**src/wconv_settings.svh**
```systemverilog
// width converter settings
`ifndef WCONV_SETTINGS_SVH
`define WCONV_SETTINGS_SVH

// ------------------------------------------------------------
// data path widths
// ------------------------------------------------------------
`define WCONV_SDATA_W 64 // slave side, wide
`define WCONV_MDATA_W 32 // master side, narrow

// byte-address bits inside one master word
`define WCONV_MBYTE_W 2

// ------------------------------------------------------------
// queue sizes
// ------------------------------------------------------------
`define WCONV_CMD_DEPTH_LOG2 2  // four outstanding commands
`define WCONV_BEAT_DEPTH_LOG2 2 // four master beats

// stop stepping at two queued beats, leaves room for two in flight
`define WCONV_BEAT_PFULL 2

`endif

```
**src/wconv_pkg.sv**
```systemverilog
// width converter types
`include "wconv_settings.svh"

package wconv_pkg;

    // controller FSM
    typedef enum logic [1:0] {
        IDLE = 2'b00, // wait for a queued command
        LOAD = 2'b01, // one cycle, preload address and counters
        WAIT = 2'b10  // stepping through master beats
    } ctrl_state_e;

    // ------------------------------------------------------------
    // per-burst command, 22 bits
    // ------------------------------------------------------------
    typedef struct packed {
        logic [2:0] reqsize; // log2 bytes per master beat
        logic [2:0] size;    // log2 master beats per slave beat
        logic [7:0] len;     // master beats minus one
        logic [7:0] offset;  // starting byte address
    } split_cmd_t;

    // wide beat from the slave side
    typedef struct packed {
        logic [`WCONV_SDATA_W-1:0]   data;
        logic [`WCONV_SDATA_W/8-1:0] strb;
    } s_beat_t;

    // narrow beat to the master side
    typedef struct packed {
        logic [`WCONV_MDATA_W-1:0]   data;
        logic [`WCONV_MDATA_W/8-1:0] strb;
        logic                        last; // final beat of the command
    } m_beat_t;

endpackage

```
**src/sync_fifo.sv**
```systemverilog
// single-clock show-ahead FIFO
`timescale 1ns/100ps

module sync_fifo #(
    parameter int WIDTH       = 32,
    parameter int DEPTH_LOG2  = 2,
    parameter int PFULL_LEVEL = 2
) (
    input  logic             clk_sys,
    input  logic             rst_n,
    input  logic             wr_en,
    input  logic [WIDTH-1:0] wr_data,
    input  logic             rd_en,
    output logic [WIDTH-1:0] rd_data,
    output logic             empty,
    output logic             pfull
);

    localparam int                  DEPTH     = 1 << DEPTH_LOG2;
    localparam logic [DEPTH_LOG2:0] FULL_CNT  = {1'b1, {DEPTH_LOG2{1'b0}}};
    localparam logic [DEPTH_LOG2:0] PFULL_CNT = PFULL_LEVEL[DEPTH_LOG2:0];

    logic [WIDTH-1:0]      mem [DEPTH];
    logic [DEPTH_LOG2-1:0] wr_ptr;
    logic [DEPTH_LOG2-1:0] rd_ptr;
    logic [DEPTH_LOG2:0]   count; // one extra bit to tell full from empty
    logic                  full;
    logic                  wr_ok;
    logic                  rd_ok;

    assign full  = (count == FULL_CNT);
    assign empty = (count == '0);
    assign pfull = (count >= PFULL_CNT);

    // overflow and underflow are dropped
    assign wr_ok = wr_en && !full;
    assign rd_ok = rd_en && !empty;

    // ------------------------------------------------------------
    // pointers and occupancy
    // ------------------------------------------------------------
    always_ff @(posedge clk_sys or negedge rst_n) begin
        if (!rst_n) begin
            wr_ptr <= '0;
            rd_ptr <= '0;
            count  <= '0;
        end else begin
            if (wr_ok) begin
                wr_ptr <= wr_ptr + 1'b1;
            end
            if (rd_ok) begin
                rd_ptr <= rd_ptr + 1'b1;
            end
            case ({wr_ok, rd_ok})
                2'b10:   count <= count + 1'b1;
                2'b01:   count <= count - 1'b1;
                default: count <= count; // both or neither
            endcase
        end
    end

    // storage
    always_ff @(posedge clk_sys) begin
        if (wr_ok) begin
            mem[wr_ptr] <= wr_data;
        end
    end

    // head entry always on the read port
    assign rd_data = mem[rd_ptr];

endmodule

```
**src/split_ctrl.sv**
```systemverilog
// split controller for the downsizing path
`timescale 1ns/100ps

module split_ctrl (
    input  logic                  clk_sys,
    input  logic                  rst_n,
    input  wconv_pkg::split_cmd_t cmd,
    input  logic                  cmd_empty,
    input  logic                  s_valid,
    input  logic                  beat_pfull,
    output logic                  cmd_pop,
    output logic                  s_ready,
    output logic                  load,
    output logic                  advance,
    output logic                  last
);

    import wconv_pkg::*;

    ctrl_state_e state;
    ctrl_state_e nstate;

    logic [7:0] mlen_cnt; // master beat index within the command
    logic [7:0] stp_cnt;  // master beats taken from the current slave beat
    logic [7:0] stp_max;  // beats per slave beat minus one
    logic       step;
    logic       last_beat;
    logic       stp_done;

    // ------------------------------------------------------------
    // step qualification
    // ------------------------------------------------------------
    assign step      = (state == WAIT) && s_valid && !beat_pfull;
    assign stp_max   = (8'd1 << cmd.size) - 8'd1;
    assign last_beat = (mlen_cnt == cmd.len);
    assign stp_done  = (stp_cnt == stp_max);

    // ------------------------------------------------------------
    // state machine
    // ------------------------------------------------------------
    always_ff @(posedge clk_sys or negedge rst_n) begin
        if (!rst_n) begin
            state <= IDLE;
        end else begin
            state <= nstate;
        end
    end

    always_comb begin
        nstate = state;
        case (state)
            IDLE: begin
                if (!cmd_empty) begin
                    nstate = LOAD;
                end
            end
            LOAD: nstate = WAIT;
            WAIT: begin
                if (step && last_beat) begin
                    nstate = IDLE; // command finished
                end
            end
            default: nstate = IDLE;
        endcase
    end

    // ------------------------------------------------------------
    // counters
    // ------------------------------------------------------------
    always_ff @(posedge clk_sys or negedge rst_n) begin
        if (!rst_n) begin
            mlen_cnt <= '0;
        end else if (state == LOAD) begin
            mlen_cnt <= '0;
        end else if (step) begin
            mlen_cnt <= mlen_cnt + 8'd1;
        end
    end

    always_ff @(posedge clk_sys or negedge rst_n) begin
        if (!rst_n) begin
            stp_cnt <= '0;
        end else if (state == LOAD) begin
            stp_cnt <= '0;
        end else if (step) begin
            // wrap on a slave beat boundary or the end of the command
            if (stp_done || last_beat) begin
                stp_cnt <= '0;
            end else begin
                stp_cnt <= stp_cnt + 8'd1;
            end
        end
    end

    // ------------------------------------------------------------
    // outputs
    // ------------------------------------------------------------
    assign load    = (state == LOAD);
    assign advance = step;
    assign last    = (state == WAIT) && last_beat;
    assign cmd_pop = step && last_beat;

    // release the slave beat early on the final master beat
    assign s_ready = step && (stp_done || last_beat);

endmodule

```
**src/lane_mux.sv**
```systemverilog
// lane selection and beat FIFO write
`timescale 1ns/100ps
`include "wconv_settings.svh"

module lane_mux (
    input  logic                  clk_sys,
    input  logic                  rst_n,
    input  wconv_pkg::split_cmd_t cmd,
    input  logic                  load,
    input  logic                  advance,
    input  logic                  last,
    input  wconv_pkg::s_beat_t    s_beat,
    output logic                  wr_en,
    output wconv_pkg::m_beat_t    wr_beat
);

    import wconv_pkg::*;

    localparam int MDATA_W = `WCONV_MDATA_W;
    localparam int MSTRB_W = `WCONV_MDATA_W / 8;
    localparam int SUB_W   = $clog2(`WCONV_SDATA_W / `WCONV_MDATA_W);

    logic [7:0]       byte_addr; // running byte address of the next master beat
    logic [SUB_W-1:0] lane;
    m_beat_t          sel_beat;

    // ------------------------------------------------------------
    // byte address tracking
    // ------------------------------------------------------------
    always_ff @(posedge clk_sys or negedge rst_n) begin
        if (!rst_n) begin
            byte_addr <= '0;
        end else if (load) begin
            byte_addr <= cmd.offset;
        end else if (advance) begin
            byte_addr <= byte_addr + (8'd1 << cmd.reqsize);
        end
    end

    // sub-word index sits just above the master byte bits
    assign lane = byte_addr[`WCONV_MBYTE_W +: SUB_W];

    always_comb begin
        sel_beat.data = s_beat.data[lane * MDATA_W +: MDATA_W];
        sel_beat.strb = s_beat.strb[lane * MSTRB_W +: MSTRB_W];
        sel_beat.last = last;
    end

    // ------------------------------------------------------------
    // registered write into the beat FIFO
    // ------------------------------------------------------------
    always_ff @(posedge clk_sys or negedge rst_n) begin
        if (!rst_n) begin
            wr_en <= 1'b0;
        end else begin
            wr_en <= advance; // one write per step
        end
    end

    always_ff @(posedge clk_sys) begin
        if (advance) begin
            wr_beat <= sel_beat;
        end
    end

endmodule

```
**src/wconv_top.sv**
```systemverilog
// AXI write-data width converter, 64 to 32 bits
`timescale 1ns/100ps
`include "wconv_settings.svh"

module wconv_top (
    input  logic                  clk_sys,
    input  logic                  rst_n,
    input  logic                  split_en,
    input  wconv_pkg::split_cmd_t split_cmd,
    input  logic                  s_valid,
    input  wconv_pkg::s_beat_t    s_beat,
    output logic                  s_ready,
    output logic                  m_valid,
    output wconv_pkg::m_beat_t    m_beat,
    input  logic                  m_ready
);

    import wconv_pkg::*;

    split_cmd_t cmd_head;
    logic       cmd_empty;
    logic       cmd_pop;
    logic       load;
    logic       advance;
    logic       last;
    logic       wr_en;
    m_beat_t    wr_beat;
    logic       beat_pfull;
    logic       beat_empty;

    // ------------------------------------------------------------
    // command queue
    // ------------------------------------------------------------
    sync_fifo #(
        .WIDTH       ($bits(split_cmd_t)),
        .DEPTH_LOG2  (`WCONV_CMD_DEPTH_LOG2),
        .PFULL_LEVEL (1 << `WCONV_CMD_DEPTH_LOG2)
    ) u_cmd_fifo (
        .clk_sys (clk_sys),
        .rst_n   (rst_n),
        .wr_en   (split_en),
        .wr_data (split_cmd),
        .rd_en   (cmd_pop),
        .rd_data (cmd_head),
        .empty   (cmd_empty),
        .pfull   () // caller keeps within the depth
    );

    split_ctrl u_split_ctrl (
        .clk_sys    (clk_sys),
        .rst_n      (rst_n),
        .cmd        (cmd_head),
        .cmd_empty  (cmd_empty),
        .s_valid    (s_valid),
        .beat_pfull (beat_pfull),
        .cmd_pop    (cmd_pop),
        .s_ready    (s_ready),
        .load       (load),
        .advance    (advance),
        .last       (last)
    );

    lane_mux u_lane_mux (
        .clk_sys (clk_sys),
        .rst_n   (rst_n),
        .cmd     (cmd_head),
        .load    (load),
        .advance (advance),
        .last    (last),
        .s_beat  (s_beat),
        .wr_en   (wr_en),
        .wr_beat (wr_beat)
    );

    // ------------------------------------------------------------
    // master beat queue, almost-full throttles the controller
    // ------------------------------------------------------------
    sync_fifo #(
        .WIDTH       ($bits(m_beat_t)),
        .DEPTH_LOG2  (`WCONV_BEAT_DEPTH_LOG2),
        .PFULL_LEVEL (`WCONV_BEAT_PFULL)
    ) u_beat_fifo (
        .clk_sys (clk_sys),
        .rst_n   (rst_n),
        .wr_en   (wr_en),
        .wr_data (wr_beat),
        .rd_en   (m_valid && m_ready),
        .rd_data (m_beat),
        .empty   (beat_empty),
        .pfull   (beat_pfull)
    );

    assign m_valid = !beat_empty;

endmodule

```
**config.mk**
```make
export PLATFORM = sky130hd
export DESIGN_NAME = wconv_top
export DESIGN_NICKNAME = d
export VERILOG_FILES = /design/src/wconv_pkg.sv /design/src/sync_fifo.sv /design/src/split_ctrl.sv /design/src/lane_mux.sv /design/src/wconv_top.sv
export VERILOG_INCLUDE_DIRS = /design/src
export SDC_FILE = /design/constraint.sdc
export NUM_CORES = 1
export LEC_CHECK = 0
export BUFFER_PORTS_ARGS = -buffer_cell sky130_fd_sc_hd__buf_2
export CORE_ASPECT_RATIO = 1.4
export CORE_MARGIN = 5
export CORE_UTILIZATION = 52
export CTS_CLUSTER_DIAMETER = 150
export DETAILED_ROUTE_END_ITERATION = 7
export PLACE_DENSITY = 0.75
export SLEW_MARGIN = 30
export SYNTH_ARGS = -nofsm -noshare
export SYNTH_HDL_FRONTEND = slang
export SYNTH_SLANG_ARGS = --single-unit
```
**constraint.sdc**
```tcl
create_clock -name clk_sys -period 3.6 [get_ports clk_sys]
set_clock_uncertainty 0.2 [all_clocks]
set_input_delay 0.36 -clock clk_sys [delete_from_list [all_inputs] [get_ports clk_sys]]
set_output_delay 0.36 -clock clk_sys [all_outputs]
set_load 0.02 [all_outputs]
```
==> qor.txt, run 1 <==
Slew @ Worst Pin: 0.885 ns
Number of max-cap violations: 0
Uppermost routed layer: met4
Post-synthesis register bit count: 289
Synthesized area: 11600 sq um
Worst vdd ir: 0.425 mV
Latest clock arrival within the worst-skew pair: 0.51 ns
First-pass GRT wire length: 35.5 mm
Mapped Cells: 604
WP data arrival: 3.36 ns
Slowest stage delay, CP: 0.53 ns
Setup CP Type: reg -> out
Leading cell type in the layout, fill and taps excluded: edfxtp_1
Layout Utilization: 66.2%
Post-DP HPWL: 13.7 mm
Critical path's top delay family: simple AND/OR/NAND/NOR gates
Ys Warns: 0
Reg clk slew, reported paths: 0.06 ns
Crit-path slowest cell: mux4_2
Fin area: 14500 sq um
Clock power frac: 27.5%
CP bufs+invs: 1
Crit path cell chain: mux4_2 -> or3_4 -> ha_4 -> nor3b_4 -> or4_1 -> a22oi_2 -> nand2_2 -> a21oi_2 -> buf_4
Psw: 2.78 mW
Total wire length: 22.2 mm
Diode count: 0
CTS sink count: 289
Initial antenna violation count: 0
Gr usage total: 17.6%
Die height: 186 um
# DRC: 0
Final period utilization: 109%
Full die area: 25400 sq um
Met2 WL: 12.4 mm
Setup ws final: -0.316 ns
GR Overflow Total: 0
Hold-critical path depth: 3
Design Power: 9.67 mW
Pleak: 5.24 nW
DP Area: 12600 sq um
Share of post-route cells with drive strength above 1: 34.3%
Most frequent cells in the layout: 253 x edfxtp_1, 130 x buf_2, 90 x dlygate4sd3_1
Critical path required time: 3.04 ns
Status: finished with violations
CP endpoint kind: output port
Vias per inst: 5.30
CP Max Fanout: 5
Drt first pass iters: 4
Input/output buffers: 132
Violated checks: negative setup slack
Seq/Total Area, Yosys: 73.5%
Unrepaired setup endpoints after global routing: yes
Routed len/inst: 19.0 um
Int Power: 6.89 mW
Root Buffer: clkbuf_16
Row count: 64
Setup violators final: 1
Final layout net count: 967
CTS buffer count: 26
Number of global-route vias before repair: 6929
Post-Synthesis Mean Instance Area: 19.1 sq um
Max Clk Rate: 255 MHz
Area grow syn2layout: 25.1%
Mapped Nets: 720
Drt initial violations: 326
M1 wire length: 8.26 mm
Post-route ant nets: 0
Max-slew violations: 0
Tmin final: 3.92 ns
Final RePlAce weighted congestion: 0.771
Met3 WL: 1.05 mm
Comb power frac: 25.7%
Bufs on Longest Clock Path: 3
Filler Cell Count: 1413
Worst path depth: 9
Startpoint Class: flop
I/O Pins: 138
Die Width: 136 um
# H-tree levels: 1
CTS tree: done
Sequential share of power: 46.8%
Largest net degree at the start of global routing: 39
Total power divided by cell area: 668 nW/um^2
Reg2Reg Depth: 12
Final hold viol count: 0
Initial Util: 52.9%
Distinct cells, synth: 42
Core footprint: 21900 sq um
Max transition margin: 41.0%
Worst hold-check path type: in -> reg
Via count: 6190
Net Sw Frac: 28.7%
[through the flow]
stage                     setup TNS, ns  hold slack (ns)  std cells  worst slack, ns
after floorplan                       0           -0.136        604           0.0882
after global placement          -0.0712            0.263       1027          -0.0712
after detailed placement          -1.10            0.276       1027           -0.196
after CTS                        -0.391           0.0134       1166           -0.324
after global routing             -0.660           0.0310       1167           -0.430
final                            -0.316           0.0326       1167           -0.316
[worst min-delay path: stages]
cell    delay, ns
buf_2        0.08
and2_1       0.17
xor2_1       0.09
[sequential cells by signal (all words and copies together) (netlist names)]
| signal | flops |
|---|---|
| u_cmd_fifo.count | 3 |
| u_lane_mux.wr_en | 1 |
| u_beat_fifo.rd_ptr | 2 |
| u_beat_fifo.count | 3 |
| u_beat_fifo.mem | 148 |
| u_split_ctrl.mlen_cnt | 8 |
| u_beat_fifo.wr_ptr | 2 |
| u_cmd_fifo.wr_ptr | 2 |
| u_cmd_fifo.mem | 68 |
| u_lane_mux.byte_addr | 3 |
| u_split_ctrl.stp_cnt | 8 |
| u_split_ctrl.state | 2 |
| u_cmd_fifo.rd_ptr | 2 |
| u_lane_mux.wr_beat | 37 |
[worst paths after layout]
kind,startpoint,endpoint,slack [ns]
max,u_cmd_fifo.rd_ptr[0]$_DFFE_PN0P_,s_ready,-0.32
min,m_ready,u_beat_fifo.rd_ptr[0]$_DFFE_PN0P_,0.03
max reg2reg,u_cmd_fifo.rd_ptr[0]$_DFFE_PN0P_,u_cmd_fifo.count[2]$_DFFE_PN0P_,0.02
min reg2reg,u_split_ctrl.state[0]$_DFFE_PN0P_,u_split_ctrl.state[0]$_DFFE_PN0P_,0.29
max in group asynchronous,rst_n,u_lane_mux.byte_addr[2]$_DFFE_PN0P_,2.67
min in group asynchronous,rst_n,u_beat_fifo.count[2]$_DFFE_PN0P_,0.15
[layer usage]
metal	up-vias	GRT usage [%]
met2	161	33.5
met1	3127	20.9
met3	36	2.24
met5	-	0
li1	2866	-
met4	0	4.38
[power groups by stage]
stage	Combinational [mW]	Sequential [mW]	Clock [mW]
floorplan	1.75	4.31	0
global placement	2.18	4.55	0
detailed placement	2.26	4.60	0
CTS	2.50	4.53	2.72
global route	2.68	4.58	2.87
finish	2.49	4.52	2.66
[synthesized netlist by cell type]
library cell  instances  area [sq um]
mux2i_1               1          10.0
a31oi_1               5          31.3
fa_1                  3          60.1
nor3_1                6          30.0
nor4bb_1              1          10.0
a21o_1                2          15.0
o211a_1               2          20.0
a21oi_1               8          40.0
nand3b_1              3          22.5
buf_6                 3          33.8
mux4_1                5           131
xor2_1               12           105
dfrtp_1              36           901
a22oi_1               1          7.51
and2_1               10          62.6
nand2_1              25          93.8
or4_1                 3          22.5
mux2_2               37           417
nor2_1               23          86.3
mux4_2               49          1100
o21ai_0              11          55.1
and3_1                1          6.26
clkbuf_1             12          45.0
and4_1                1          8.76
inv_1                20          75.1
nand4_1               5          31.3
nor3b_1               1          7.51
nor4b_1               1          8.76
ha_1                 14           175
a211oi_2              1          12.5
or3_1                 5          31.3
nand2b_1              2          12.5
nor2b_1               1          6.26
buf_2                 2          10.0
or2_2                 4          25.0
a22oi_2               1          12.5
xnor2_1              16           140
a22o_1                2          17.5
buf_1                 6          22.5
nand3_1               7          35.0
o31ai_1               3          22.5
edfxtp_1            253          7600
[repair_timing]
action / 4_1_cts / 5_1_grt
pin swaps: 5 / 6
hold buffers: 90 / 0
endpoints found under the setup margin: 9 / 10
buffers inserted: 2 / 1
hold endpoints to repair: 140 / 0
gates resized for setup: 8 / 7
[cell families after synthesis]
| group | Yosys count | share of synthesized area, % |
|---|---|---|
| AND/OR/NAND/NOR | 99 | 4.33 |
| flip-flops | 289 | 73.5 |
| adder cells (fa/ha/maj) | 17 | 2.03 |
| buffers and inverters | 43 | 1.61 |
| multiplexers | 92 | 14.4 |
| XOR/XNOR | 28 | 2.12 |
| AO/OA/AOI/OAI | 36 | 2.02 |
[area by class of cell]
type	instances	area, sq um	share of cell area, %
clock inverters	14	124	0.856
clock buffers	33	698	4.83
repair buffers	242	1750	12.1
inverters	20	75.1	0.519
well taps	297	372	2.57
multi-input cells	272	2940	20.3
flip-flops and latches	289	8510	58.8
No activity file was read; power rests on OpenSTA's default activity.
==> inputs of run 2 (changes only) <==
Settings changed: CORE_UTILIZATION 52 to 50, PLACE_DENSITY 0.75 to default, PLACE_DENSITY_LB_ADDON from default to 0.2, SLEW_MARGIN 30 to 15.
==> qor.txt, run 2 (synthesized netlist as in run 1, its figures left out) <==
Status: finished with violations
Violated checks: negative setup slack
Startpoint Class: flop
Die height: 190 um
Initial antenna violation count: 0
Setup_tns: -0.311 ns
Worst vdd ir: 0.527 mV
Register Area: 8500 sq um
Setup violators final: 1
WP data arrival: 3.35 ns
Comb power frac: 24.4%
Reg clk slew, reported paths: 0.06 ns
Row count: 65
Max-slew violations: 0
Psw: 2.74 mW
Max transition margin: 32.2%
HP Start: m_ready
Area of the multi-input gates: 2930 sq um
CP Max Fanout: 6
Reg2reg start: u_cmd_fifo.rd_ptr[0]$_DFFE_PN0P_
Final period utilization: 109%
Input/output buffers: 132
Leading cell type in the layout, fill and taps excluded: edfxtp_1
CTS tree: done
Share of post-route cells with drive strength above 1: 34.6%
Gr usage total: 16.5%
Root Buffer: clkbuf_16
Final layout net count: 967
Final RePlAce weighted congestion: 0.752
Core footprint: 22700 sq um
Largest net degree at the start of global routing: 39
# H-tree levels: 1
Unrepaired setup endpoints after global routing: yes
Latest clock arrival within the worst-skew pair: 0.51 ns
Diode count: 0
CP endpoint kind: output port
Post-DP HPWL: 13.6 mm
Pleak: 5.30 nW
Die Width: 139 um
CTS sink count: 289
Critical path required time: 3.04 ns
Biggest regs: u_beat_fifo.mem (148), u_cmd_fifo.mem (68), u_lane_mux.wr_beat (37)
Largest register FFs: 148
Number of max-cap violations: 0
First-pass GRT wire length: 34.9 mm
Final hold viol count: 0
Slew @ Worst Pin: 1.02 ns
Tmin final: 3.91 ns
Bufs on Longest Clock Path: 3
Routed len/inst: 18.4 um
I/O Pins: 138
Max Clk Rate: 256 MHz
# DRC: 0
Net Sw Frac: 27.4%
Sequential share of power: 45.5%
Total power divided by cell area: 683 nW/um^2
Most frequent cells in the layout: 253 x edfxtp_1, 131 x buf_2, 90 x dlygate4sd3_1
Int Power: 7.24 mW
Worst hold-check path type: in -> reg
GR Overflow Total: 0
Layout Utilization: 64.3%
Via count: 6165
Area grow syn2layout: 26.3%
Setup ws final: -0.311 ns
Setup WS pre-CTS: -0.0471 ns
Number of global-route vias before repair: 6669
Full die area: 26300 sq um
Fin area: 14600 sq um
CTS buffer count: 26
Filler Cell Count: 1563
Clock power frac: 30.1%
DP Area: 12700 sq um
Vias per inst: 5.26
Post-route ant nets: 0
Design Power: 9.98 mW
Largest Register: u_beat_fifo.mem
Worst Setup SP: u_cmd_fifo.rd_ptr[0]$_DFFE_PN0P_
Drt first pass iters: 4
Total wire length: 21.6 mm
Setup CP Type: reg -> out
Drt initial violations: 362
Initial Util: 51.0%
## run 2: final timing paths
path / endpoint / slack (ns) / cells after the start
setup / recovery: s_ready / -0.31 / 9
hold / removal: u_beat_fifo.rd_ptr[0]$_DFFE_PN0P_ / 0.04 / 3
setup reg to reg: u_cmd_fifo.count[2]$_DFFE_PN0P_ / 0.01 / 13
hold reg to reg: u_split_ctrl.state[0]$_DFFE_PN0P_ / 0.29 / 1
max in group asynchronous: u_cmd_fifo.rd_ptr[0]$_DFFE_PN0P_ / 2.28 / 2
min in group asynchronous: u_cmd_fifo.wr_ptr[0]$_DFFE_PN0P_ / 0.30 / 2
## run 2: stage by stage
step / std cells / hold WS (ns)
after floorplan: 604 / -0.136
after global placement: 1032 / 0.262
after detailed placement: 1032 / 0.269
after CTS: 1170 / 0.0177
after global routing: 1171 / 0.0641
final: 1171 / 0.0448
## run 2: timing repair
action	in CTS	in global routing
resized for setup	8	4
hold buffers	90	0
hold endpoints to repair	140	0
gates cloned	0	0
endpoints found under the setup margin	5	7
buffers inserted	2	1
pin swaps	3	6
## run 2: critical path: stages (launching register included)
cell     delay (ns)
dfrtp_2        0.42
mux4_2         0.54
or3_4          0.40
ha_4           0.19
and4_1         0.16
or4_4          0.52
a22oi_2        0.20
nand2_2        0.09
a21oi_2        0.17
buf_4          0.16
## run 2: layout make-up
class                           count  area share, %
Tap cell                          301           2.58
Clock inverter                     13           1.48
Inverter                           20          0.514
Sequential cell                   289           58.2
Clock buffer                       34           5.08
Timing Repair Buffer              242           12.0
Multi-Input combinational cell    272           20.1
## run 2: layer usage
metal | routed length (um) | up-vias | share of wire, % | GRT usage, %
li1 | - | 2869 | - | -
met1 | 8360 | 3131 | 39 | 20.2
met2 | 11900 | 144 | 55 | 31.0
met3 | 956 | 21 | 4.4 | 2.69
met4 | 305 | 0 | 1.4 | 3.35
met5 | 0 | - | 0 | 0
## run 2: power groups by stage
stage / clock, mW / sequential (mW) / combinational (mW)
finish: 3.01 / 4.54 / 2.43
global route: 3.21 / 4.60 / 2.64
CTS: 3.08 / 4.55 / 2.46
detailed placement: 0 / 4.62 / 2.22
global placement: 0 / 4.59 / 2.15
floorplan: 0 / 4.31 / 1.75
==> inputs of run 3 (changes only) <==
Settings changed: CAP_MARGIN from default to 20, CORE_UTILIZATION 50 to 35.
==> qor.txt, run 3 (synthesized netlist as in run 1, its figures left out) <==
Non-filler instance count after layout: 1326
CP Max Fanout: 6
Placed cell count: 1179
Full die area: 36800 sq um
GR Overflow Total: 0
Setup_tns: -0.302 ns
Number of global-route vias before repair: 6878
Biggest regs: u_beat_fifo.mem (148), u_cmd_fifo.mem (68), u_lane_mux.wr_beat (37)
Area of the multi-input gates: 2960 sq um
Largest register FFs: 148
Hold Path End: u_cmd_fifo.wr_ptr[0]$_DFFE_PN0P_
Setup CP Type: reg -> out
I/O Pins: 138
Diode count: 0
Status: finished with violations
Met3 usage: 1.83%
Final RePlAce weighted congestion: 0.690
Die Width: 164 um
Final period utilization: 108%
Reg2Reg Depth: 11
# DRC: 0
Tmin final: 3.90 ns
First-pass GRT wire length: 36.4 mm
Reg clk slew, reported paths: 0.06 ns
Unrepaired setup endpoints after global routing: yes
WP data arrival: 3.34 ns
Reg2reg start: u_cmd_fifo.rd_ptr[0]$_DFFE_PN0P_
Leading cell type in the layout, fill and taps excluded: edfxtp_1
Post-DP HPWL: 14.5 mm
Vias per inst: 4.67
Bufs on Longest Clock Path: 3
Input/output buffers: 132
HP Start: split_en
CTS buffer count: 29
Grt met2 use: 23.4%
Core footprint: 32500 sq um
Gr usage total: 12.5%
Share of post-route cells with drive strength above 1: 36.7%
Most frequent cells in the layout: 253 x edfxtp_1, 131 x buf_2, 91 x dlygate4sd3_1
Filler Cell Count: 2786
Die height: 225 um
R2R Setup Slk: 0.19 ns
Gr busiest metal: met2
Setup violators final: 1
Pleak: 5.34 nW
Final layout net count: 979
Area grow syn2layout: 28.3%
Final hold viol count: 0
CTS sink count: 289
R2R Path End: u_split_ctrl.stp_cnt[2]$_DFFE_PN0P_
Worst vdd ir: 0.396 mV
Largest net degree at the start of global routing: 38
Hold-critical path depth: 4
CTS tree: done
Initial Util: 35.6%
Post-route ant nets: 0
Worst hold-check path type: in -> reg
Largest Register: u_beat_fifo.mem
Violated checks: negative setup slack
Startpoint Class: flop
Row count: 78
Total power divided by cell area: 668 nW/um^2
Drt initial violations: 294
# H-tree levels: 1
Critical path required time: 3.04 ns
Root Buffer: clkbuf_16
Max Clk Rate: 256 MHz
Number of max-cap violations: 0
Register Area: 8500 sq um
Max-slew violations: 0
Total wire length: 23.2 mm
GR Layer Usage met1: 14.7%
Initial antenna violation count: 0
Slew @ Worst Pin: 0.961 ns
Drt first pass iters: 4
CP endpoint kind: output port
Max transition margin: 35.9%
Setup ws final: -0.302 ns
Latest clock arrival within the worst-skew pair: 0.55 ns
Routed len/inst: 17.5 um
Via count: 6199
-- run 3: where the power goes --
group          leakage, nW  switching (mW)  internal (mW)  total [mW]
Combinational         2.13            1.30           1.27        2.57
Sequential            2.75           0.343           4.13        4.47
Clock                0.461            1.20           1.68        2.87
Total                 5.34            2.84           7.07        9.91
-- run 3: how the worst max path moves through the flow --
stage / from / end / cells past startpoint
after floorplan: u_cmd_fifo.rd_ptr[0]$_DFFE_PN0P_ / s_ready / 10
final: u_cmd_fifo.rd_ptr[0]$_DFFE_PN0P_ / s_ready / 9
after global placement: u_cmd_fifo.rd_ptr[0]$_DFFE_PN0P_ / s_ready / 9
after global routing: u_cmd_fifo.rd_ptr[0]$_DFFE_PN0P_ / s_ready / 11
after detailed placement: u_cmd_fifo.rd_ptr[0]$_DFFE_PN0P_ / u_split_ctrl.stp_cnt[3]$_DFFE_PN0P_ / 10
after CTS: u_cmd_fifo.rd_ptr[0]$_DFFE_PN0P_ / s_ready / 9
-- run 3: area by class of cell --
class | instances | area share (%)
timing repair buffer | 251 | 12.3
multi-input combinational | 272 | 20.0
inverter | 20 | 0.506
clock buffer | 44 | 5.63
tap | 440 | 3.71
clock inverter | 10 | 0.565
sequential | 289 | 57.3
-- run 3: worst max-delay path, stage by stage (launching register included) --
cell and delay [ns]:
dfrtp_2 0.41, mux4_2 0.54, or3_4 0.40, ha_4 0.19
o211a_1 0.13, or4_4 0.51, a22oi_2 0.20, nand2_2 0.11
a21oi_4 0.19, buf_6 0.14
-- run 3: metrics by stage --
stage | cell area [sq um] | total power [mW] | setup WS [ns] | hold WS (ns) | util (%)
finish | 14800 | 9.91 | -0.302 | 0.0638 | 45.6
floorplan | 11600 | 6.07 | 0.0882 | -0.136 | -
CTS | 14800 | 10.1 | -0.380 | 0.0270 | 45.4
detailed placement | 12900 | 6.91 | -0.0488 | 0.278 | 39.6
global placement | 12900 | 6.83 | 0.0220 | 0.262 | 39.6
global route | 14800 | 10.4 | -0.463 | 0.0787 | 45.6
-- run 3: timing repair --
action                                 4_1_cts  5_1_grt
endpoints found under the hold margin      141        0
hold buffers                                91        0
setup endpoints to repair                    7        8
gates cloned                                 0        0
setup buffers                                1        1
resized for setup                            8       23
pin swaps                                    4        7
-- run 3: layer usage --
layer,wire [um],vias to the layer above,share of wire [%]
met5,0,-,0
met4,530,0,2.3
met2,12300,130,53
met3,911,37,3.9
met1,9420,3155,41
li1,-,2877,-
